[src/common/readout_defines.svh]
// readout core sizing, LED divider ratios and firmware version constants
`ifndef READOUT_DEFINES_SVH
`define READOUT_DEFINES_SVH

// front-end receivers feeding the arbiter
`define READOUT_N_FE 4

// front ends plus the trigger word source
`define READOUT_N_SRC 5

// readout word payload width
`define READOUT_DATA_W 32

// trigger number buffer, power of two
`define READOUT_TRIG_FIFO_DEPTH 8

// CLK_40 cycles per half period of the slow and fast blink
// scaled down so the blink is visible in simulation
`define READOUT_LED_SLOW_DIV 40
`define READOUT_LED_FAST_DIV 13

// version shown on the LEDs after reset
`define READOUT_VERSION 5

// slow blink full periods of the version window
`define READOUT_VERSION_TICKS 4

`endif

[src/common/readout_pkg.sv]
// readout side types: source words, receiver status, output word, source index
package readout_pkg;

`include "readout_defines.svh"

    // fall-through source word, data valid while not_empty
    typedef struct packed {
        logic                       not_empty;
        logic [`READOUT_DATA_W-1:0] data;
    } fe_word_t;

    // receiver status levels for the LEDs
    typedef struct packed {
        logic ready;
        logic decode_err;
        logic overflow;
    } fe_status_t;

    // word towards the external sink
    typedef struct packed {
        logic                       write;
        logic [`READOUT_DATA_W-1:0] data;
    } out_word_t;

    // arbiter source slots
    // trigger words sit in slot 0, receivers above
    typedef enum logic [2:0] {
        SRC_TRIG = 3'd0,
        SRC_FE0  = 3'd1,
        SRC_FE1  = 3'd2,
        SRC_FE2  = 3'd3,
        SRC_FE3  = 3'd4
    } src_idx_e;

endpackage

[src/common/trig_pkg.sv]
// trigger side types: sources, configuration, controller states, trigger number
package trig_pkg;

`include "readout_defines.svh"

    // trigger inputs, bit order also used for the mask
    typedef struct packed {
        logic monhit;
        logic lemo;
        logic tdc;
    } trig_src_t;

    // static configuration from the control side
    typedef struct packed {
        logic      enable;
        // 1 lets the matching source through
        trig_src_t src_mask;
    } trig_cfg_t;

    // controller FSM
    typedef enum logic [0:0] {
        TRIG_IDLE     = 1'b0,
        TRIG_WAIT_ACK = 1'b1
    } trig_state_e;

    // top bit of the readout word is the trigger header
    typedef logic [`READOUT_DATA_W-2:0] trig_num_t;

endpackage

[src/hw/readout_arbiter.sv]
// round-robin read arbiter merging trigger and receiver words into one stream
`timescale 1ns/1ps
`include "readout_defines.svh"

module readout_arbiter
(
    input  logic                                      CLK_40,
    input  logic                                      i_rst,
    input  readout_pkg::fe_word_t [`READOUT_N_SRC-1:0] i_src,
    input  logic [`READOUT_N_SRC-1:0]                 i_sel,
    input  logic                                      i_out_full,
    output logic [`READOUT_N_SRC-1:0]                 o_read,
    output readout_pkg::out_word_t                    o_out
);
    import readout_pkg::*;

    localparam int N_SRC = `READOUT_N_SRC;
    localparam int IDX_W = $bits(src_idx_e);

    // next source in line for priority
    src_idx_e                   ptr_q;
    src_idx_e                   grant_idx;
    logic                       grant_vld;
    logic [N_SRC-1:0]           req;
    logic                       write_q;
    logic [`READOUT_DATA_W-1:0] data_q;

    // sink full blocks all requests
    always_comb
    begin
        for (int i = 0; i < N_SRC; i++)
            req[i] = i_src[i].not_empty & i_sel[i] & ~i_out_full;
    end

    // cyclic search starting at the pointer
    always_comb
    begin
        int idx;
        grant_vld = 1'b0;
        grant_idx = ptr_q;
        for (int k = 0; k < N_SRC; k++)
        begin
            idx = int'(ptr_q) + k;
            if (idx >= N_SRC)
                idx = idx - N_SRC;
            if (!grant_vld && req[idx])
            begin
                grant_vld = 1'b1;
                grant_idx = src_idx_e'(idx[IDX_W-1:0]);
            end
        end
    end

    // one-hot pop strobe to the granted source
    always_comb
    begin
        o_read = '0;
        if (grant_vld)
            o_read[grant_idx] = 1'b1;
    end

    always_ff @(posedge CLK_40)
    begin
        if (i_rst)
        begin
            ptr_q <= SRC_TRIG;
            write_q <= 1'b0;
        end
        else
        begin
            write_q <= grant_vld;
            // move past the winner, wrap back to the trigger slot
            if (grant_vld)
                ptr_q <= (grant_idx == src_idx_e'(N_SRC - 1)) ?
                         SRC_TRIG : src_idx_e'(grant_idx + 1'b1);
        end
    end

    // granted word goes out one cycle after its pop
    always_ff @(posedge CLK_40)
    begin
        if (grant_vld)
            data_q <= i_src[grant_idx].data;
    end

    assign o_out.write = write_q;
    assign o_out.data = data_q;

endmodule

[src/hw/readout_top.sv]
// trigger and readout core: trigger controller, trigger buffer, arbiter and LEDs
`timescale 1ns/1ps
`include "readout_defines.svh"

module readout_top
(
    input  logic                                        CLK_40,
    input  logic                                        i_rst,
    input  trig_pkg::trig_src_t                         i_trig,
    input  trig_pkg::trig_cfg_t                         i_cfg,
    input  logic                                        i_veto_in,
    input  logic                                        i_cmd_ready,
    input  readout_pkg::fe_word_t [`READOUT_N_FE-1:0]   i_fe,
    input  readout_pkg::fe_status_t [`READOUT_N_FE-1:0] i_fe_status,
    input  logic [`READOUT_N_SRC-1:0]                   i_sel,
    input  logic                                        i_out_full,
    output logic                                        o_cmd_start,
    output logic                                        o_busy,
    output logic [`READOUT_N_FE-1:0]                    o_fe_read,
    output readout_pkg::out_word_t                      o_out,
    output logic [`READOUT_N_FE:0]                      o_led
);
    import trig_pkg::*;
    import readout_pkg::*;

    localparam int N_FE = `READOUT_N_FE;
    localparam int N_SRC = `READOUT_N_SRC;

    logic                    push;
    trig_num_t               push_num;
    logic                    fifo_full;
    logic                    trig_read;
    fe_word_t                trig_word;
    fe_word_t [N_SRC-1:0]    src_words;
    logic [N_SRC-1:0]        arb_read;

    // trigger words in slot SRC_TRIG, receivers from SRC_FE0 up
    assign src_words = {i_fe, trig_word};
    assign trig_read = arb_read[SRC_TRIG];
    assign o_fe_read = arb_read[SRC_FE0 +: N_FE];

    trigger_ctrl trigger_ctrl_i
    (
        .CLK_40      (CLK_40),
        .i_rst       (i_rst),
        .i_trig      (i_trig),
        .i_cfg       (i_cfg),
        .i_veto_in   (i_veto_in),
        .i_out_full  (i_out_full),
        .i_fifo_full (fifo_full),
        .i_cmd_ready (i_cmd_ready),
        .o_cmd_start (o_cmd_start),
        .o_busy      (o_busy),
        .o_push      (push),
        .o_num       (push_num)
    );

    trigger_fifo trigger_fifo_i
    (
        .CLK_40 (CLK_40),
        .i_rst  (i_rst),
        .i_push (push),
        .i_num  (push_num),
        .i_read (trig_read),
        .o_full (fifo_full),
        .o_word (trig_word)
    );

    readout_arbiter readout_arbiter_i
    (
        .CLK_40     (CLK_40),
        .i_rst      (i_rst),
        .i_src      (src_words),
        .i_sel      (i_sel),
        .i_out_full (i_out_full),
        .o_read     (arb_read),
        .o_out      (o_out)
    );

    status_led status_led_i
    (
        .CLK_40      (CLK_40),
        .i_rst       (i_rst),
        .i_fe_status (i_fe_status),
        .i_busy      (o_busy),
        .i_out_full  (i_out_full),
        .o_led       (o_led)
    );

endmodule

[src/hw/status_led.sv]
// status LEDs: version window after reset, then receiver and trigger blink status
`timescale 1ns/1ps
`include "readout_defines.svh"

module status_led
(
    input  logic                                        CLK_40,
    input  logic                                        i_rst,
    input  readout_pkg::fe_status_t [`READOUT_N_FE-1:0] i_fe_status,
    input  logic                                        i_busy,
    input  logic                                        i_out_full,
    output logic [`READOUT_N_FE:0]                      o_led
);
    localparam int N_FE = `READOUT_N_FE;
    localparam int LED_W = N_FE + 1;
    localparam int SLOW_W = $clog2(`READOUT_LED_SLOW_DIV);
    localparam int FAST_W = $clog2(`READOUT_LED_FAST_DIV);
    localparam int VER_W = $clog2(`READOUT_VERSION_TICKS + 1);
    localparam logic [SLOW_W-1:0] SLOW_LAST = SLOW_W'(`READOUT_LED_SLOW_DIV - 1);
    localparam logic [FAST_W-1:0] FAST_LAST = FAST_W'(`READOUT_LED_FAST_DIV - 1);
    localparam logic [VER_W-1:0] VER_LAST = VER_W'(`READOUT_VERSION_TICKS);
    localparam logic [LED_W-1:0] VERSION_LEDS = LED_W'(`READOUT_VERSION);

    logic [SLOW_W-1:0] slow_cnt_q;
    logic [FAST_W-1:0] fast_cnt_q;
    logic [VER_W-1:0]  ver_cnt_q;
    logic              slow_q;
    logic              fast_q;
    logic              slow_wrap;
    logic              fast_wrap;
    logic              show_version;
    logic [LED_W-1:0]  run_led;

    assign slow_wrap = (slow_cnt_q == SLOW_LAST);
    assign fast_wrap = (fast_cnt_q == FAST_LAST);

    // blink dividers, level toggles every half period
    always_ff @(posedge CLK_40)
    begin
        if (i_rst)
        begin
            slow_cnt_q <= '0;
            fast_cnt_q <= '0;
            slow_q <= 1'b0;
            fast_q <= 1'b0;
        end
        else
        begin
            slow_cnt_q <= slow_wrap ? '0 : slow_cnt_q + 1'b1;
            fast_cnt_q <= fast_wrap ? '0 : fast_cnt_q + 1'b1;
            if (slow_wrap)
                slow_q <= ~slow_q;
            if (fast_wrap)
                fast_q <= ~fast_q;
        end
    end

    // one tick per slow full period, at the falling toggle
    always_ff @(posedge CLK_40)
    begin
        if (i_rst)
            ver_cnt_q <= '0;
        else if (show_version && slow_wrap && slow_q)
            ver_cnt_q <= ver_cnt_q + 1'b1;
    end

    assign show_version = (ver_cnt_q != VER_LAST);

    always_comb
    begin
        // receivers: dark when not ready, fast blink on decode errors
        for (int i = 0; i < N_FE; i++)
            run_led[i] = i_fe_status[i].ready &
                         ((i_fe_status[i].decode_err ? fast_q : slow_q) |
                          i_fe_status[i].overflow);
        // top LED: trigger busy and sink full
        run_led[N_FE] = (i_busy ? fast_q : slow_q) | i_out_full;
    end

    assign o_led = show_version ? VERSION_LEDS : run_led;

endmodule

[src/hw/trigger/trigger_ctrl.sv]
// trigger controller: masks and vetoes sources, starts commands, numbers accepted triggers
`timescale 1ns/1ps

module trigger_ctrl
(
    input  logic                CLK_40,
    input  logic                i_rst,
    input  trig_pkg::trig_src_t i_trig,
    input  trig_pkg::trig_cfg_t i_cfg,
    input  logic                i_veto_in,
    input  logic                i_out_full,
    input  logic                i_fifo_full,
    input  logic                i_cmd_ready,
    output logic                o_cmd_start,
    output logic                o_busy,
    output logic                o_push,
    output trig_pkg::trig_num_t o_num
);
    import trig_pkg::*;

    trig_state_e state_q;
    trig_num_t   num_q;
    logic        trig_masked;
    logic        trig_prev_q;
    logic        trig_edge;
    logic        ready_prev_q;
    logic        ack;
    logic        veto;
    logic        accept;

    // any masked-in source fires the trigger
    assign trig_masked = |(i_trig & i_cfg.src_mask);
    assign trig_edge = trig_masked & ~trig_prev_q;

    // sequencer ready going high acknowledges the command
    assign ack = i_cmd_ready & ~ready_prev_q;

    // full trigger buffer vetoes as well, pushes never overflow
    assign veto = i_veto_in | i_out_full | i_fifo_full;

    // edges outside idle are simply dropped
    assign accept = (state_q == TRIG_IDLE) & i_cfg.enable & trig_edge & ~veto;

    // previous levels for edge detection
    always_ff @(posedge CLK_40)
    begin
        if (i_rst)
        begin
            trig_prev_q <= 1'b0;
            ready_prev_q <= 1'b0;
        end
        else
        begin
            trig_prev_q <= trig_masked;
            ready_prev_q <= i_cmd_ready;
        end
    end

    always_ff @(posedge CLK_40)
    begin
        if (i_rst)
        begin
            state_q <= TRIG_IDLE;
            o_cmd_start <= 1'b0;
            o_push <= 1'b0;
        end
        else
        begin
            // single cycle strobes
            o_cmd_start <= 1'b0;
            o_push <= 1'b0;
            case (state_q)
                TRIG_IDLE:
                begin
                    if (accept)
                    begin
                        o_cmd_start <= 1'b1;
                        o_push <= 1'b1;
                        state_q <= TRIG_WAIT_ACK;
                    end
                end
                TRIG_WAIT_ACK:
                begin
                    if (ack)
                        state_q <= TRIG_IDLE;
                end
                default:
                begin
                    state_q <= TRIG_IDLE;
                end
            endcase
        end
    end

    // number advances after it was pushed
    always_ff @(posedge CLK_40)
    begin
        if (i_rst)
            num_q <= '0;
        else if (o_push)
            num_q <= num_q + 1'b1;
    end

    assign o_busy = (state_q == TRIG_WAIT_ACK);
    assign o_num = num_q;

endmodule

[src/hw/trigger/trigger_fifo.sv]
// trigger number buffer, head presented as a fall-through readout word
`timescale 1ns/1ps
`include "readout_defines.svh"

module trigger_fifo
(
    input  logic                  CLK_40,
    input  logic                  i_rst,
    input  logic                  i_push,
    input  trig_pkg::trig_num_t   i_num,
    input  logic                  i_read,
    output logic                  o_full,
    output readout_pkg::fe_word_t o_word
);
    import trig_pkg::*;

    localparam int DEPTH = `READOUT_TRIG_FIFO_DEPTH;
    localparam int PTR_W = $clog2(DEPTH);
    localparam logic [PTR_W-1:0] PTR_LAST = PTR_W'(DEPTH - 1);
    localparam logic [PTR_W:0] CNT_FULL = (PTR_W + 1)'(DEPTH);

    trig_num_t        mem [DEPTH];
    logic [PTR_W-1:0] wr_ptr_q;
    logic [PTR_W-1:0] rd_ptr_q;
    logic [PTR_W:0]   count_q;
    logic             empty;
    logic             do_push;
    logic             do_pop;

    assign empty = (count_q == '0);
    assign o_full = (count_q == CNT_FULL);
    assign do_push = i_push & ~o_full;
    assign do_pop = i_read & ~empty;

    // storage
    always_ff @(posedge CLK_40)
    begin
        if (do_push)
            mem[wr_ptr_q] <= i_num;
    end

    // pointers and occupancy
    always_ff @(posedge CLK_40)
    begin
        if (i_rst)
        begin
            wr_ptr_q <= '0;
            rd_ptr_q <= '0;
            count_q <= '0;
        end
        else
        begin
            if (do_push)
                wr_ptr_q <= (wr_ptr_q == PTR_LAST) ? '0 : wr_ptr_q + 1'b1;
            if (do_pop)
                rd_ptr_q <= (rd_ptr_q == PTR_LAST) ? '0 : rd_ptr_q + 1'b1;
            // simultaneous push and pop keep the count
            case ({do_push, do_pop})
                2'b10: count_q <= count_q + 1'b1;
                2'b01: count_q <= count_q - 1'b1;
                default: count_q <= count_q;
            endcase
        end
    end

    // header bit marks trigger words in the stream
    assign o_word.not_empty = ~empty;
    assign o_word.data = {1'b1, mem[rd_ptr_q]};

endmodule

[config.mk]
export PLATFORM = sky130hd
export DESIGN_NAME = readout_top
export DESIGN_NICKNAME = d
export VERILOG_FILES = /design/src/common/readout_pkg.sv /design/src/common/trig_pkg.sv /design/src/hw/readout_arbiter.sv /design/src/hw/readout_top.sv /design/src/hw/status_led.sv /design/src/hw/trigger/trigger_ctrl.sv /design/src/hw/trigger/trigger_fifo.sv
export VERILOG_INCLUDE_DIRS = /design/src /design/src/common
export SDC_FILE = /design/constraint.sdc
export NUM_CORES = 1
export LEC_CHECK = 0
export ABC_CLOCK_PERIOD_IN_PS = 5200
export BUFFER_PORTS_ARGS = -buffer_cell sky130_fd_sc_hd__buf_4
export CAP_MARGIN = 10
export CELL_PAD_IN_SITES_DETAIL_PLACEMENT = 0
export CELL_PAD_IN_SITES_GLOBAL_PLACEMENT = 1
export CORE_MARGIN = 1
export CORE_UTILIZATION = 25
export DETAILED_ROUTE_END_ITERATION = 8
export PLACE_DENSITY = 0.47
export SLEW_MARGIN = 15
export SYNTH_ARGS = -nofsm -noshare
export SYNTH_HDL_FRONTEND = slang
export SYNTH_HIERARCHICAL = 1
export SYNTH_SLANG_ARGS = --single-unit
[constraint.sdc]
create_clock -name CLK_40 -period 5.2 [get_ports CLK_40]
set_input_delay 1.04 -clock CLK_40 [delete_from_list [all_inputs] [get_ports CLK_40]]
set_output_delay 1.04 -clock CLK_40 [all_outputs]
set_load 0.01 [all_outputs]
==> After elaboration in Yosys (flattened, before gate mapping) <==
Memory sizes are Yosys's and may differ from the RTL's. A register that Yosys moved wholly into a read port is not among the register bits.
Index checks and enable logic that the tools add are counted.
{ "totals": {"ff_bits": 96, "latchBits": 0, "ram_bits": 248, "romBits": 0, "in_bits": 161, "output_inout_bits": 44, "wordCells": 163, "n_memories": 1} }
{ "mem_list": {"columns": ["name", "words", "word_bits", "read_ports", "rd_clocked_by_memory_dff", "write_ports", "line", "source"], "rows": [
  ["trigger_fifo_i.mem", 8, 31, 1, 1, 1, "trigger_fifo.sv:22", "trig_num_t mem [DEPTH];"]
]} }
{ "op_classes": {"addsub": 18, "multipliers": 0, "n_div": 0, "order_cmp": 12, "n_eq_ne": 9, "shift": 0, "mux": 52, "n_bitwise": 38, "n_reduce_logical": 17} }
{ "ops": {"columns": ["cell", "n"], "rows": [
  ["32-bit 2-to-1 mux", 6],
  ["32-bit by 5-bit < comparator with 1-bit output (second input constant)", 5],
  ["32-bit by 4-bit >= comparator with 1-bit output (second input constant)", 4],
  ["32-bit by 4-bit subtractor with 32-bit output (second input constant)", 4],
  ["33-bit binary-select mux with 3-bit select", 1],
  ["31-bit by 1-bit adder with 31-bit output (second input constant)", 1],
  ["3-bit 2-to-1 mux", 10],
  ["1-bit 2-to-1 mux", 25],
  ["1-bit AND", 21],
  ["1-bit binary-select mux with 3-bit select", 5],
  ["3-bit by 1-bit adder with 3-bit output (second input constant)", 4],
  ["5-bit 2-to-1 mux", 2],
  ["3-bit == test (second input constant)", 3],
  ["1-bit NOT", 9],
  ["3-bit by 2-bit adder with 4-bit output (second input constant)", 2],
  ["4-bit by 1-bit adder with 4-bit output (second input constant)", 2],
  ["4-bit == test (second input constant)", 2],
  ["4-bit case mux with 2 select lines", 1],
  ["1-bit logical AND", 7],
  ["1-bit bitwise OR", 7],
  ["6-bit by 1-bit adder with 6-bit output (second input constant)", 1],
  ["6-bit == test (second input constant)", 1],
  ["2-bit OR reduction", 3],
  ["3-bit by 1-bit adder with 4-bit output (second input constant)", 1],
  ["16 further kinds", 19]
]} }

==> Logic depth before layout (Yosys ltp) <==
Gate-level depths: netlist of the first run.
{ "depth": {"ltp_word": 28, "depth_mapped": 28, "depth_no_buf": 23} }

==> By module <==
Netlist of the first run, hierarchy kept.
{ "modules_own_cells": {"columns": ["mod", "instances", "cells_per_inst", "area_each_um2"], "rows": [
  ["trigger_fifo", 1, 437, 10231.1],
  ["readout_arbiter", 1, 381, 3679.8],
  ["trigger_ctrl", 1, 180, 1676.6],
  ["status_led", 1, 89, 818.3]
]} }

==> Worst setup path after synthesis of the first run <==
No wires, ideal clock.
{ "synth_timing": {"path_type": "register -> register", "from": "reg readout_arbiter_i.ptr_q[1]", "to": "reg trigger_fifo_i.count_q[2]", "setup_ns": 0.071, "arrival_ns": 4.900, "required_ns": 5.129, "slack_ns": 0.230, "stages_incl_launch_ff": 29, "path_buffers": 5, "synth_period_minus_slack_ns": 4.970, "path_cell_list": "dfxtp_1 > buf_2 > inv_1 > ha_1 > inv_1 > ha_1 > clkbuf_1 > a211oi_1 > o22ai_1 > mux2_2 > o22a_1 > o211ai_1 > or3_1 > o211ai_2 > buf_6 > buf_6 > buf_8 > nor2_1 > nand2_1 > nor2_1 > nand2_1 > inv_1 > ha_1 > xor2_1 > ha_1 > a21oi_1 > xor2_1 > or3_1 > a21oi_1"} }
{ "synth_between": {"elab_chain_len": 26, "word_cells_on_any_way": 63, "cone_classes": "add/sub: 9; order compare: 7; eq/ne: 2; mux: 34; bitwise: 1; reduce/logical: 10"} }
{ "synth_rtl": {"columns": ["element", "line", "source"], "rows": [
  ["start, declared", "readout_arbiter.sv:21", "src_idx_e ptr_q;"],
  ["start signal, assigned", "readout_arbiter.sv:74", "ptr_q <= (grant_idx == src_idx_e'(N_SRC - 1)) ?"],
  ["branches (longest 22 deep; another with 32-bit by 4-bit subtractor with 32-bit output)", null, null],
  ["5-bit 2-to-1 mux *", "readout_arbiter.sv:58", "if (grant_vld)"],
  ["via arb_read[0]", "readout_top.sv:35", "logic [N_SRC-1:0] arb_read;"],
  ["1-bit AND *", "trigger_fifo.sv:33", "assign do_pop = i_read & ~empty;"],
  ["2-bit by 1-bit == test with 1-bit output / 2-bit == test (equally long branches)", "trigger_fifo.sv:58", "case ({do_push, do_pop})"],
  ["4-bit case mux with 2 select lines / 2-bit nonzero test (equally long branches)", null, null],
  ["end signal, assigned", "trigger_fifo.sv:59", "2'b10: count_q <= count_q + 1'b1;"],
  ["end signal, assigned", "trigger_fifo.sv:60", "2'b01: count_q <= count_q - 1'b1;"],
  ["end signal, assigned", "trigger_fifo.sv:61", "default: count_q <= count_q;"],
  ["end, declared", "trigger_fifo.sv:25", "logic [PTR_W:0] count_q;"]
]} }
Mark *: on every way through the listed nets, which the timed path passes. The select of a mux whose other input is x is not followed.
A chain may end at the register's enable or synchronous reset.

==> Worst setup path after layout of the first run <==
{ "layout_timing": {"from": "reg readout_arbiter_i.ptr_q[0]", "to": "out o_fe_read[2]"} }
{ "layout_between": {"elab_chain_len": 23, "word_cells_on_any_way": 58, "cone_classes": "add/sub: 9; order compare: 7; mux: 33; reduce/logical: 9"} }
{ "layout_rtl": {"columns": ["element", "line", "source"], "rows": [
  ["branches (longest 22 deep; another with 32-bit by 4-bit subtractor with 32-bit output)", null, null],
  ["5-bit 2-to-1 mux *", "readout_arbiter.sv:58", null],
  ["end, declared", "readout_top.sv:19", "output logic [`READOUT_N_FE-1:0] o_fe_read,"]
]} }
Mark *: on every way between the ends. The select of a mux whose other input is x is not followed.

==> summary.md, run 1 <==
| Metric | Value |
|---|---|
| Status | `finished clean` |
| Skew final | `around 0.030 ns` |
| Number of diodes | `0` |
| PnR Total Power | `9.34 mW` |
| P per Cell Area | `462 nW/µm²` |
| Number of antenna violations at the first check in global routing | `0` |
| Detailed placer's ending HPWL | `between 20000 and 30000 µm` |
| Arr. time, crit path | `around 4 ns` |
| Final layout net count | `around 1500` |
| Register Area | `~9800 µm²` |
| EDFF count, synth | `between 200 and 300` |
| Leakage dissipation | `slightly above 7 nW` |
| Via count of the first global-routing pass | `10300` |
| Fraction of layout cells with a size suffix above 1 | `just under 30%` |
| Vias after detailed routing | `10200` |
| Ys flop type | `edfxtp_1` |
| Most used routing layer | `met2` |
| Antenna viol nets, final | `0` |
| Total of endpoints with negative setup slack in the final report | `0` |
| Number of top-level pins | `between 200 and 250` |
| Worst-case vdd ir drop | `0.531 mV` |
| TritonCTS Sinks | `between 300 and 400` |
| CP Max Fanout | `9` |
| Post-detailed-placement cell area | `around 19000 µm²` |
| Synth area leaders | `edfxtp_1 (51%), mux4_1 (8.8%), dfxtp_1 (8.2%)` |
| Die area | `approximately 67000 µm²` |
| Non-filler instance count after layout | `2192` |
| Max transition margin | `between 30% and 40%` |
| Drt via density | `between 4 and 5` |
| Worst hold-check path type | `register to register` |
| Synthesized area per cell | `between 15 and 20 µm²` |
| Clock period minus worst slack | `4.99 ns` |
| Number of cells produced by synthesis | `about 1100` |
| Post-Place Cells | `roughly 2100` |
| Synthesized net count | `~1300` |
| Die Y-Extent | `258 µm` |
| Library cell used as clock root buffer | `clkbuf_16` |
| Clock tree from TritonCTS | `done` |
| Overflow left after global routing | `0` |
| Met3 track demand over resource in global routing | `between 2 and 3%` |
| Global-route wire length before repair | `about 65000 µm` |
| End of the worst register-to-register path | `trigger_fifo_i/count_q[2]` |
| Crit Reg-Reg Startpoint | `readout_arbiter_i/ptr_q[0]` |
| Accumulated negative setup slack | `0 ns` |
| Overall global routing resource usage | `approximately an eighth` |
| Netlist cell types | `95` |
| I/O Buffers | `about 200` |
| DRT Wirelength | `between 40000 and 50000 µm` |
| Final number of hold-violating endpoints | `0` |
| Later-pin clock latency in the skew report | `around 0.58 ns` |
| DRC viols | `0` |
| Share of the synthesized area in the top cell type | `between 50 and 60%` |
| Gp weighted congestion | `0.774` |
| Share of the yosys chip area belonging to registers | `about three fifths` |
| Buffers from clock root to sink, at most | `3` |
| Clk pin slew, worst setup/hold paths | `~0.060 ns` |
| Least-Margin Pin Slew | `0.997 ns` |
| Initial Util | `between 20 and 30%` |
| Worst hold path depth | `2` |
| FF+latch count, synth | `approximately 350` |
| Worst Path Class, Setup | `register to primary output` |
| YS warnings | `6` |
| Initial detailed-routing violation count | `~460` |
| Final core occ | `31.3%` |
| Fmax | `roughly 200 MHz` |
| Final worst-path cycle share | `between 90% and 100%` |
| Core Footprint | `64700 µm²` |
| Die X-Extent | `258 µm` |
| Site row count | `93` |
| Reg-to-reg setup timing slack | `about 0.53 ns` |
| Grt met1 use | `17.6%` |
| Worst min-delay path startpoint | `trigger_fifo_i/rd_ptr_q[1]` |
| # fillers | `6484` |
| Sort of element at the start of the critical path | `register` |
| DR pass1 iterations | `4` |
| Commonest cells in the synthesized netlist | `edfxtp_1 (280), mux2i_1 (74), dfxtp_1 (67), mux4_1 (55), nor2_1 (46)` |
| Global Route met2 Usage | `20.7%` |
| Setup repair after global routing missed its margin | `no` |
| Worst Setup End Kind | `primary output` |
| Clock buffer count from CTS | `40` |
| Max-cap viol count | `0` |
| Post-route cell area | `slightly above 20000 µm²` |
| Total standard cell area after synthesis | `~16000 µm²` |
| Pin count of the biggest net entering global routing | `69` |
| Share of synthesized registers carrying an async set or reset | `0%` |
| Number of levels the H-tree was split into | `2` |
| Post-detailed-route wirelength per cell | `slightly below 20 µm` |
| Max Slew Vio Count | `0` |
| Cell taking the most area after synthesis | `edfxtp_1` |
| Required arrival time at the worst endpoint | `4.16 ns` |
| Most common cell in the synthesized netlist | `edfxtp_1` |
| Number of cell instances on the worst register-to-register path | `23` |
| Area growth from synthesis to final layout | `23.4%` |
| Area taken by multi-input logic gates | `~6300 µm²` |
[cell families (layout without fill, tap and decap cells)]
kind of cell	Yosys count	in the layout	share of synthesized area (%)
flops	347	347	59.4
simple gates	239	239	8.93
compound gates	194	194	8.40
mux	174	174	17.0
buf+inv	81	331	2.89
fa+ha+maj	26	26	1.98
xor+xnor	25	25	1.38
other cells	1	1	0.0229
[layout by cell type, fill, tap and decap left out, types with 36 or more instances in the layout]
cell and instances:
a21oi_1 44, buf_4 234, clkbuf_16 40, dfxtp_1 63, edfxtp_1 280, mux2_2 36
mux2i_1 74, mux4_1 55, nor2_1 43
[state kept, by name (all words and copies together) (netlist names), 3 cells and up, named ones only]
| signal | count |
|---|---|
| status_led_i/slow_cnt_q | 6 |
| readout_arbiter_i/ptr_q | 3 |
| readout_arbiter_i/data_q | 32 |
| trigger_fifo_i/wr_ptr_q | 3 |
| trigger_fifo_i/rd_ptr_q | 3 |
| trigger_ctrl_i/o_num | 31 |
| trigger_fifo_i/count_q | 4 |
| status_led_i/fast_cnt_q | 4 |
| trigger_fifo_i/mem | 248 |
| status_led_i/ver_cnt_q | 3 |
[final cells by class]
class                   instances  share of cell area (%)
flip-flops and latches        347                    48.2
multi-input cells             659                    31.2
repair buffers                235                    8.78
well taps                     855                    5.28
clock buffers                  48                    5.19
clock inverters                26                   0.970
inverters                      22                   0.408
[where the power goes]
| part | internal [mW] | switching [mW] | total, mW |
|---|---|---|---|
| Clock | 1.51 | 1.17 | 2.68 |
| Combinational | 1.45 | 1.84 | 3.28 |
| Sequential | 3.32 | 0.0624 | 3.38 |
[per-stage QoR]
stage,hold slack (ns),worst slack (ns)
finish,0.476,0.209
global route,0.508,0.0198
CTS,0.482,0.00117
detailed placement,0.468,0.267
global placement,0.483,0.274
floorplan,0.450,0.230
[metal layers]
layer  vias to the layer above  share of wire (%)  routed length, µm
met3                        43                4.6               1990
met5                         -                  0                  0
met2                       229                 46              20000
met1                      5093                 48              20600
li1                       4839                  -                  -
met4                         0                1.7                720
[how the worst max path moves through the flow]
stage                               start                         to  depth (start not counted)
6_report       readout_arbiter_i/ptr_q[0]               o_fe_read[2]                         15
4_1_cts        readout_arbiter_i/ptr_q[1]               o_fe_read[0]                         14
5_1_grt        readout_arbiter_i/ptr_q[0]               o_fe_read[2]                         16
3_3_place_gp                   i_out_full  trigger_fifo_i/count_q[2]                         20
2_1_floorplan  readout_arbiter_i/ptr_q[1]  trigger_fifo_i/count_q[2]                         28
3_5_place_dp                   i_out_full  trigger_fifo_i/count_q[2]                         20
[repair_timing]
action	in CTS	in global routing
pin swaps	0	1
resized for setup	5	9
buffers inserted	0	1
setup endpoints to repair	2	6
hold buffers	0	0
[worst max-delay path: stages, from the launching register on]
cell,delay [ns]
dfxtp_1,0.32
inv_2,0.14
ha_1,0.16
inv_1,0.04
ha_1,0.30
a211oi_1,0.28
o22ai_2,0.14
buf_4,0.16
or4_1,0.59
a31o_2,0.27
o32a_1,0.21
o21bai_4,0.15
buf_4,0.19
nand2_2,0.10
nor3_2,0.17
buf_4,0.16
Power figures use the tool's default switching activity.
==> run 2: changes to the inputs <==
--- a/config.mk
+++ b/config.mk
@@ -15,6 +15,7 @@
 export CORE_UTILIZATION = 25
 export DETAILED_ROUTE_END_ITERATION = 8
 export PLACE_DENSITY = 0.47
+export SETUP_SLACK_MARGIN = 0.3
 export SLEW_MARGIN = 15
 export SYNTH_ARGS = -nofsm -noshare
 export SYNTH_HDL_FRONTEND = slang
==> summary.md, run 2 (same netlist as run 1, synthesis figures left out) <==
| Metric | Value |
|---|---|
| Detailed placer's ending HPWL | `~29000 µm` |
| Sort of element at the start of the critical path | `register` |
| Reg-to-reg setup timing slack | `between 0.5 and 0.6 ns` |
| Max-cap viol count | `0` |
| Drt via density | `4.66` |
| Clock tree from TritonCTS | `done` |
| Core Footprint | `~65000 µm²` |
| DRC viols | `0` |
| Worst Setup End Kind | `primary output` |
| Critical Path Sink | `o_fe_read[0]` |
| Gp weighted congestion | `0.758` |
| PnR Total Power | `about 9.7 mW` |
| Max Slew Vio Count | `0` |
| Post-detailed-placement cell area | `~19000 µm²` |
| Final layout net count | `~1500` |
| Library cell used as clock root buffer | `clkbuf_16` |
| Post-detailed-route wirelength per cell | `roughly 20 µm` |
| Buffers from clock root to sink, at most | `3` |
| Least-Margin Pin Slew | `0.948 ns` |
| Required arrival time at the worst endpoint | `between 4 and 5 ns` |
| Site row count | `93` |
| Fmax | `~210 MHz` |
| Clk pin slew, worst setup/hold paths | `approximately 0.06 ns` |
| TritonCTS Sinks | `347` |
| Skew final | `0.0212 ns` |
| Vias after detailed routing | `about 10000` |
| Max transition margin | `between 30% and 40%` |
| Worst hold-check path type | `register to register` |
| Accumulated negative setup slack | `0 ns` |
| End of the worst register-to-register path | `trigger_fifo_i/count_q[2]` |
| Total of endpoints with negative setup slack in the final report | `0` |
| DR pass1 iterations | `5` |
| Clock period minus worst slack | `4.74 ns` |
| Number of cell instances on the worst register-to-register path | `19` |
| Flip-flop count of the largest register, all copies and words added | `roughly 250` |
| Area growth from synthesis to final layout | `25.4%` |
| Overall global routing resource usage | `13.1%` |
| Beginning of the critical path | `trigger_fifo_i/count_q[0]` |
| Post-route cell area | `a little over 20000 µm²` |
| Setup repair after global routing missed its margin | `no` |
| Most common library cell in the layout ignoring fill and taps | `edfxtp_1` |
| P per Cell Area | `about 470 nW/µm²` |
| I/O Buffers | `204` |
| Worst-case vdd ir drop | `just over 0.5 mV` |
| Initial Util | `25.4%` |
| Non-filler instance count after layout | `about 2200` |
| Die X-Extent | `258 µm` |
| Via count of the first global-routing pass | `10600` |
| Global-route wire length before repair | `65900 µm` |
| Worst hold path depth | `1` |
| DRT Wirelength | `between 40000 and 50000 µm` |
| Worst Path Class, Setup | `register to primary output` |
| Most flops, register | `trigger_fifo_i/mem` |
| Final number of hold-violating endpoints | `0` |
| Number of diodes | `0` |
| Overflow left after global routing | `0` |
| Initial detailed-routing violation count | `slightly above 500` |
| Leading cell types in the layout, fill and taps excluded | `edfxtp_1 (280), buf_4 (245), mux2i_1 (73)` |
| Antenna viol nets, final | `0` |
| Number of antenna violations at the first check in global routing | `0` |
| CP Max Fanout | `7` |
| Fraction of layout cells with a size suffix above 1 | `31.8%` |
| Clock buffer count from CTS | `39` |
| Post-route worst hold slack | `0.485 ns` |
| Die Y-Extent | `approximately 260 µm` |
| Number of top-level pins | `slightly above 200` |
| Later-pin clock latency in the skew report | `0.56 ns` |
| Crit Reg-Reg Startpoint | `trigger_fifo_i/count_q[0]` |
| Post-Place Cells | `2118` |
| Status | `finished clean` |
| Die area | `around 67000 µm²` |
| Arr. time, crit path | `3.70 ns` |
| Pin count of the biggest net entering global routing | `about 70` |
| Leakage dissipation | `7.37 nW` |
| Final worst-path cycle share | `91.1%` |
| Number of levels the H-tree was split into | `2` |
run 2: changes by cell type in the layout (fill, tap and decap cells not counted), sizes merged:
cell and delta:
buf +12, inv -1, clkinv -4, clkinvlp -1, bufinv +3
run 2: repair_timing:
action / 4_1_cts / 5_1_grt
gates resized for setup: 14 / 35
setup buffers: 2 / 10
hold endpoints to repair: 0 / 0
pin swaps: 3 / 15
endpoints found under the setup margin: 5 / 6
hold buffers: 0 / 0
gates cloned: 0 / 0
run 2: how the worst min path moves through the flow:
stage                                     from                         end  slack (ns)
floorplan           trigger_fifo_i/rd_ptr_q[1]                    register        0.45
global placement    status_led_i/slow_cnt_q[0]  status_led_i/slow_cnt_q[0]        0.47
detailed placement  status_led_i/slow_cnt_q[0]  status_led_i/slow_cnt_q[0]        0.48
CTS                 status_led_i/slow_cnt_q[0]  status_led_i/slow_cnt_q[0]        0.49
global route        trigger_fifo_i/rd_ptr_q[1]                    register        0.51
finish              status_led_i/slow_cnt_q[0]  status_led_i/slow_cnt_q[0]        0.48
run 2: per-layer routing:
| layer | track usage (%) | share of wire [%] | vias to the layer above |
|---|---|---|---|
| li1 | - | - | 4858 |
| met1 | 17.2 | 46 | 5099 |
| met2 | 21.8 | 47 | 250 |
| met3 | 2.35 | 4.7 | 59 |
| met4 | 4.16 | 2.0 | 0 |
| met5 | 0 | 0 | - |
run 2: final cells by class:
cell class | instances | area [µm²]
clock buffers | 48 | 1070
clock inverters | 23 | 231
fillers | 6409 | 44100
inverters | 22 | 82.6
multi-input cells | 659 | 6480
flip-flops and latches | 347 | 9760
well taps | 855 | 1070
repair buffers | 247 | 1870
run 2: report_power, final:
group / switching [mW] / total [mW] / internal (mW)
Combinational: 1.95 / 3.48 / 1.53
Sequential: 0.0643 / 3.39 / 3.32
Clock: 1.13 / 2.80 / 1.67
run 2: stage by stage:
| step | utilization (%) | setup WS [ns] |
|---|---|---|
| 2_1_floorplan | - | 0.302 |
| 3_3_place_gp | 29.3 | 0.265 |
| 3_5_place_dp | 29.3 | 0.205 |
| 4_1_cts | 31.4 | 0.291 |
| 5_1_grt | 31.8 | 0.290 |
| 6_report | 31.8 | 0.461 |
run 2: worst max-delay path, cell delays in order (launching register included):
cell	delay, ns
dfxtp_1	0.38
or4_4	0.56
nand2_2	0.15
a21oi_1	0.08
mux4_2	0.53
a21o_1	0.22
o2111a_1	0.23
o32a_1	0.32
o21bai_4	0.22
nand2_4	0.10
nor3_4	0.19
buf_4	0.15
==> run 3: changes to the inputs <==
--- a/config.mk
+++ b/config.mk
@@ -6,6 +6,7 @@
 export SDC_FILE = /design/constraint.sdc
 export NUM_CORES = 1
 export LEC_CHECK = 0
+export ABC_AREA = 1
 export ABC_CLOCK_PERIOD_IN_PS = 5200
 export BUFFER_PORTS_ARGS = -buffer_cell sky130_fd_sc_hd__buf_4
 export CAP_MARGIN = 10
@@ -14,7 +15,8 @@
 export CORE_MARGIN = 1
 export CORE_UTILIZATION = 25
 export DETAILED_ROUTE_END_ITERATION = 8
-export PLACE_DENSITY = 0.47
+export PLACE_DENSITY = 0.51
+export RECOVER_POWER = 100
 export SETUP_SLACK_MARGIN = 0.3
 export SLEW_MARGIN = 15
 export SYNTH_ARGS = -nofsm -noshare
==> summary.md, run 3 <==
| Metric | Value |
|---|---|
| Status | `finished with violations` |
| Violated checks | `capacitance limit, slew limit` |
| FF+latch count, synth | `347` |
| Post-route cell area | `~21000 µm²` |
| Site row count | `between 90 and 100` |
| Skew final | `~0.021 ns` |
| Max transition margin | `-91.0%` |
| Overflow left after global routing | `0` |
| Final layout net count | `2300` |
| Gp weighted congestion | `between 0.8 and 0.9` |
| Arr. time, crit path | `between 3 and 4 ns` |
| Most flops, register | `trigger_fifo_i/mem` |
| Core Footprint | `about 69000 µm²` |
| P per Cell Area | `728 nW/µm²` |
| Fraction of layout cells with a size suffix above 1 | `16.6%` |
| Synth area leaders | `edfxtp_1 (48%), nand2_1 (12%), dfxtp_1 (7.7%)` |
| # fillers | `a little over 7000` |
| Overall global routing resource usage | `between 10 and 15%` |
| Synthesized net count | `2102` |
| Reg-to-reg setup timing slack | `0.76 ns` |
| Final number of hold-violating endpoints | `0` |
| DRT Wirelength | `53500 µm` |
| Beginning of the critical path | `readout_arbiter_i/ptr_q[0]` |
| Initial Util | `25.3%` |
| Most common cell in the synthesized netlist | `nand2_1` |
| TritonCTS Sinks | `between 300 and 400` |
| Drt via density | `4.47` |
| Accumulated negative setup slack | `0 ns` |
| Leading cell types in the layout, fill and taps excluded | `nand2_1 (572), edfxtp_1 (280), nor2_1 (223)` |
| DR pass1 iterations | `5` |
| Total of endpoints with negative setup slack in the final report | `0` |
| Number of cells produced by synthesis | `1915` |
| Global Route met2 Usage | `roughly 24%` |
| I/O Buffers | `204` |
| Worst Setup End Kind | `primary output` |
| Sort of element at the start of the critical path | `register` |
| Fmax | `213 MHz` |
| Leakage dissipation | `8.23 nW` |
| Ys flop type | `edfxtp_1` |
| Grt met1 use | `about a fifth` |
| Number of top-level pins | `between 200 and 250` |
| Required arrival time at the worst endpoint | `~4.2 ns` |
| Number of diodes | `0` |
| Clock period minus worst slack | `approximately 4.7 ns` |
| Cell taking the most area after synthesis | `edfxtp_1` |
| Clock buffer count from CTS | `43` |
| Clock tree from TritonCTS | `done` |
| Later-pin clock latency in the skew report | `about 0.57 ns` |
| Die X-Extent | `265 µm` |
| Netlist cell types | `46` |
| Clk pin slew, worst setup/hold paths | `0.06 ns` |
| Share of the synthesized area in the top cell type | `48.5%` |
| Detailed placer's ending HPWL | `approximately 35000 µm` |
| Number of cell instances on the worst register-to-register path | `5` |
| Crit Reg-Reg Startpoint | `trigger_ctrl_i/o_push` |
| DRC viols | `0` |
| Post-Place Cells | `2988` |
| Die Y-Extent | `~270 µm` |
| Max Slew Vio Count | `190` |
| Buffers from clock root to sink, at most | `3` |
| Worst hold-check path type | `register to register` |
| Global-route wire length before repair | `between 80000 and 90000 µm` |
| Share of synthesized registers carrying an async set or reset | `0%` |
| Initial detailed-routing violation count | `between 800 and 900` |
| Synthesized area per cell | `just over 9 µm²` |
| CP Max Fanout | `17` |
| Library cell used as clock root buffer | `clkbuf_16` |
| Area growth from synthesis to final layout | `22.3%` |
| Max-cap viol count | `10` |
| Worst Path Class, Setup | `register to primary output` |
| Pin count of the biggest net entering global routing | `67` |
| EDFF count, synth | `280` |
| Setup repair after global routing missed its margin | `no` |
| Most used routing layer | `met2` |
| Number of levels the H-tree was split into | `2` |
| Via count of the first global-routing pass | `13200` |
| Flip-flop count of the largest register, all copies and words added | `about 250` |
| Final worst-path cycle share | `90.1%` |
| Post-detailed-placement cell area | `19700 µm²` |
| Share of the yosys chip area belonging to registers | `a little under three fifths` |
| Non-filler instance count after layout | `3078` |
| End of the worst register-to-register path | `trigger_fifo_i/mem[5][30]` |
| Commonest cells in the synthesized netlist | `nand2_1 (577), edfxtp_1 (280), nor2_1 (226), nand3_1 (187), o21ai_0 (105)` |
| Antenna viol nets, final | `0` |
| Die area | `roughly 70000 µm²` |
| Post-detailed-route wirelength per cell | `approximately 17 µm` |
| Least-Margin Pin Slew | `approximately 2.9 ns` |
| Vias after detailed routing | `around 14000` |
| YS warnings | `6` |
| Critical Path Sink | `o_fe_read[1]` |
| Most common library cell in the layout ignoring fill and taps | `nand2_1` |
| Met3 track demand over resource in global routing | `2.21%` |
| Number of antenna violations at the first check in global routing | `0` |
| Worst-case vdd ir drop | `0.778 mV` |
| Total standard cell area after synthesis | `approximately 17000 µm²` |
[run 3: cell count changes in the layout (fill, tap and decap cells not counted), moves of 34 or more]
cell      before  now
nor2_1        41  223
nand3_1       19  186
inv_1         20   95
o21ai_1        0   56
buf_4        245  185
mux4_1        55    0
o21ai_0       14  102
mux2_2        34    0
clkbuf_1       5   52
nand2_1       32  572
mux2i_1       73   31
[run 3: metrics by stage]
stage          util [%]  hold slack, ns  worst slack, ns  total power [mW]
2_1_floorplan         -           0.418            0.797              9.94
3_3_place_gp       28.7           0.433            0.529              12.0
3_5_place_dp       28.7           0.440            0.535              12.0
4_1_cts            30.9           0.454            0.275              15.3
5_1_grt            30.9           0.464            0.154              16.7
6_report           30.9           0.444            0.515              15.4
[run 3: area by class of cell]
class / instances / area [µm²] / area share [%]
multi-input combinational: 1367 / 6640 / 31.3
inverter: 112 / 435 / 2.05
timing repair buffer: 242 / 1710 / 8.08
clock inverter: 26 / 332 / 1.56
sequential: 347 / 9760 / 46.0
tap: 931 / 1160 / 5.49
clock buffer: 53 / 1160 / 5.49
[run 3: what timing repair did]
action                                  CTS  global route
gates cloned                              0             2
hold buffers                              0             0
pin swaps                                 0             4
buffers inserted                          0             9
gates resized for setup                   8            41
endpoints found under the setup margin    3             4
[run 3: how the worst min path moves through the flow]
stage / start / endpoint / slack [ns] / cells after the start
after global placement: status_led_i/slow_cnt_q[0] / status_led_i/slow_cnt_q[0] / 0.43 / 1
after CTS: status_led_i/slow_cnt_q[0] / status_led_i/slow_cnt_q[0] / 0.45 / 1
after floorplan: status_led_i/slow_cnt_q[0] / status_led_i/slow_cnt_q[0] / 0.42 / 1
after detailed placement: status_led_i/slow_cnt_q[0] / status_led_i/slow_cnt_q[0] / 0.44 / 1
final: status_led_i/slow_cnt_q[0] / status_led_i/slow_cnt_q[0] / 0.44 / 1
after global routing: status_led_i/slow_cnt_q[0] / status_led_i/slow_cnt_q[0] / 0.46 / 1
[run 3: power breakdown]
part	total, mW	switching [mW]	internal [mW]
Clock	3.14	1.19	1.95
Sequential	3.67	0.114	3.56
Combinational	8.63	5.99	2.63
Total	15.4	7.30	8.14
[run 3: critical path, cell delays in order (launching register included)]
cell and delay (ns):
dfxtp_1 0.32, inv_1 0.23, ha_1 0.20, inv_1 0.04
ha_2 0.37, nand2_2 0.11, nand3_2 0.10, nand2_1 0.09
xor2_2 0.26, nand3_1 0.12, nand2_1 0.09, nand3_1 0.18
nand3_1 0.20, nand2_4 0.12, inv_4 0.12, buf_12 0.16
nand2_1 0.09, nor2_2 0.12, buf_4 0.14
[run 3: kinds of logic after synthesis]
family	count (synthesis)	synth area share (%)
compound gates	232	7.08
xor+xnor	8	0.447
fa+ha+maj	26	1.88
buf+inv	201	6.10
flops	347	56.2
mux	31	1.79
other cells	1	0.0216
simple gates	1069	26.5
[run 3: routing by layer]
metal | wire (µm) | vias up
li1 | - | 6855
met1 | 25500 | 6522
met2 | 24600 | 307
met3 | 2350 | 62
met4 | 1130 | 0
met5 | 0 | -
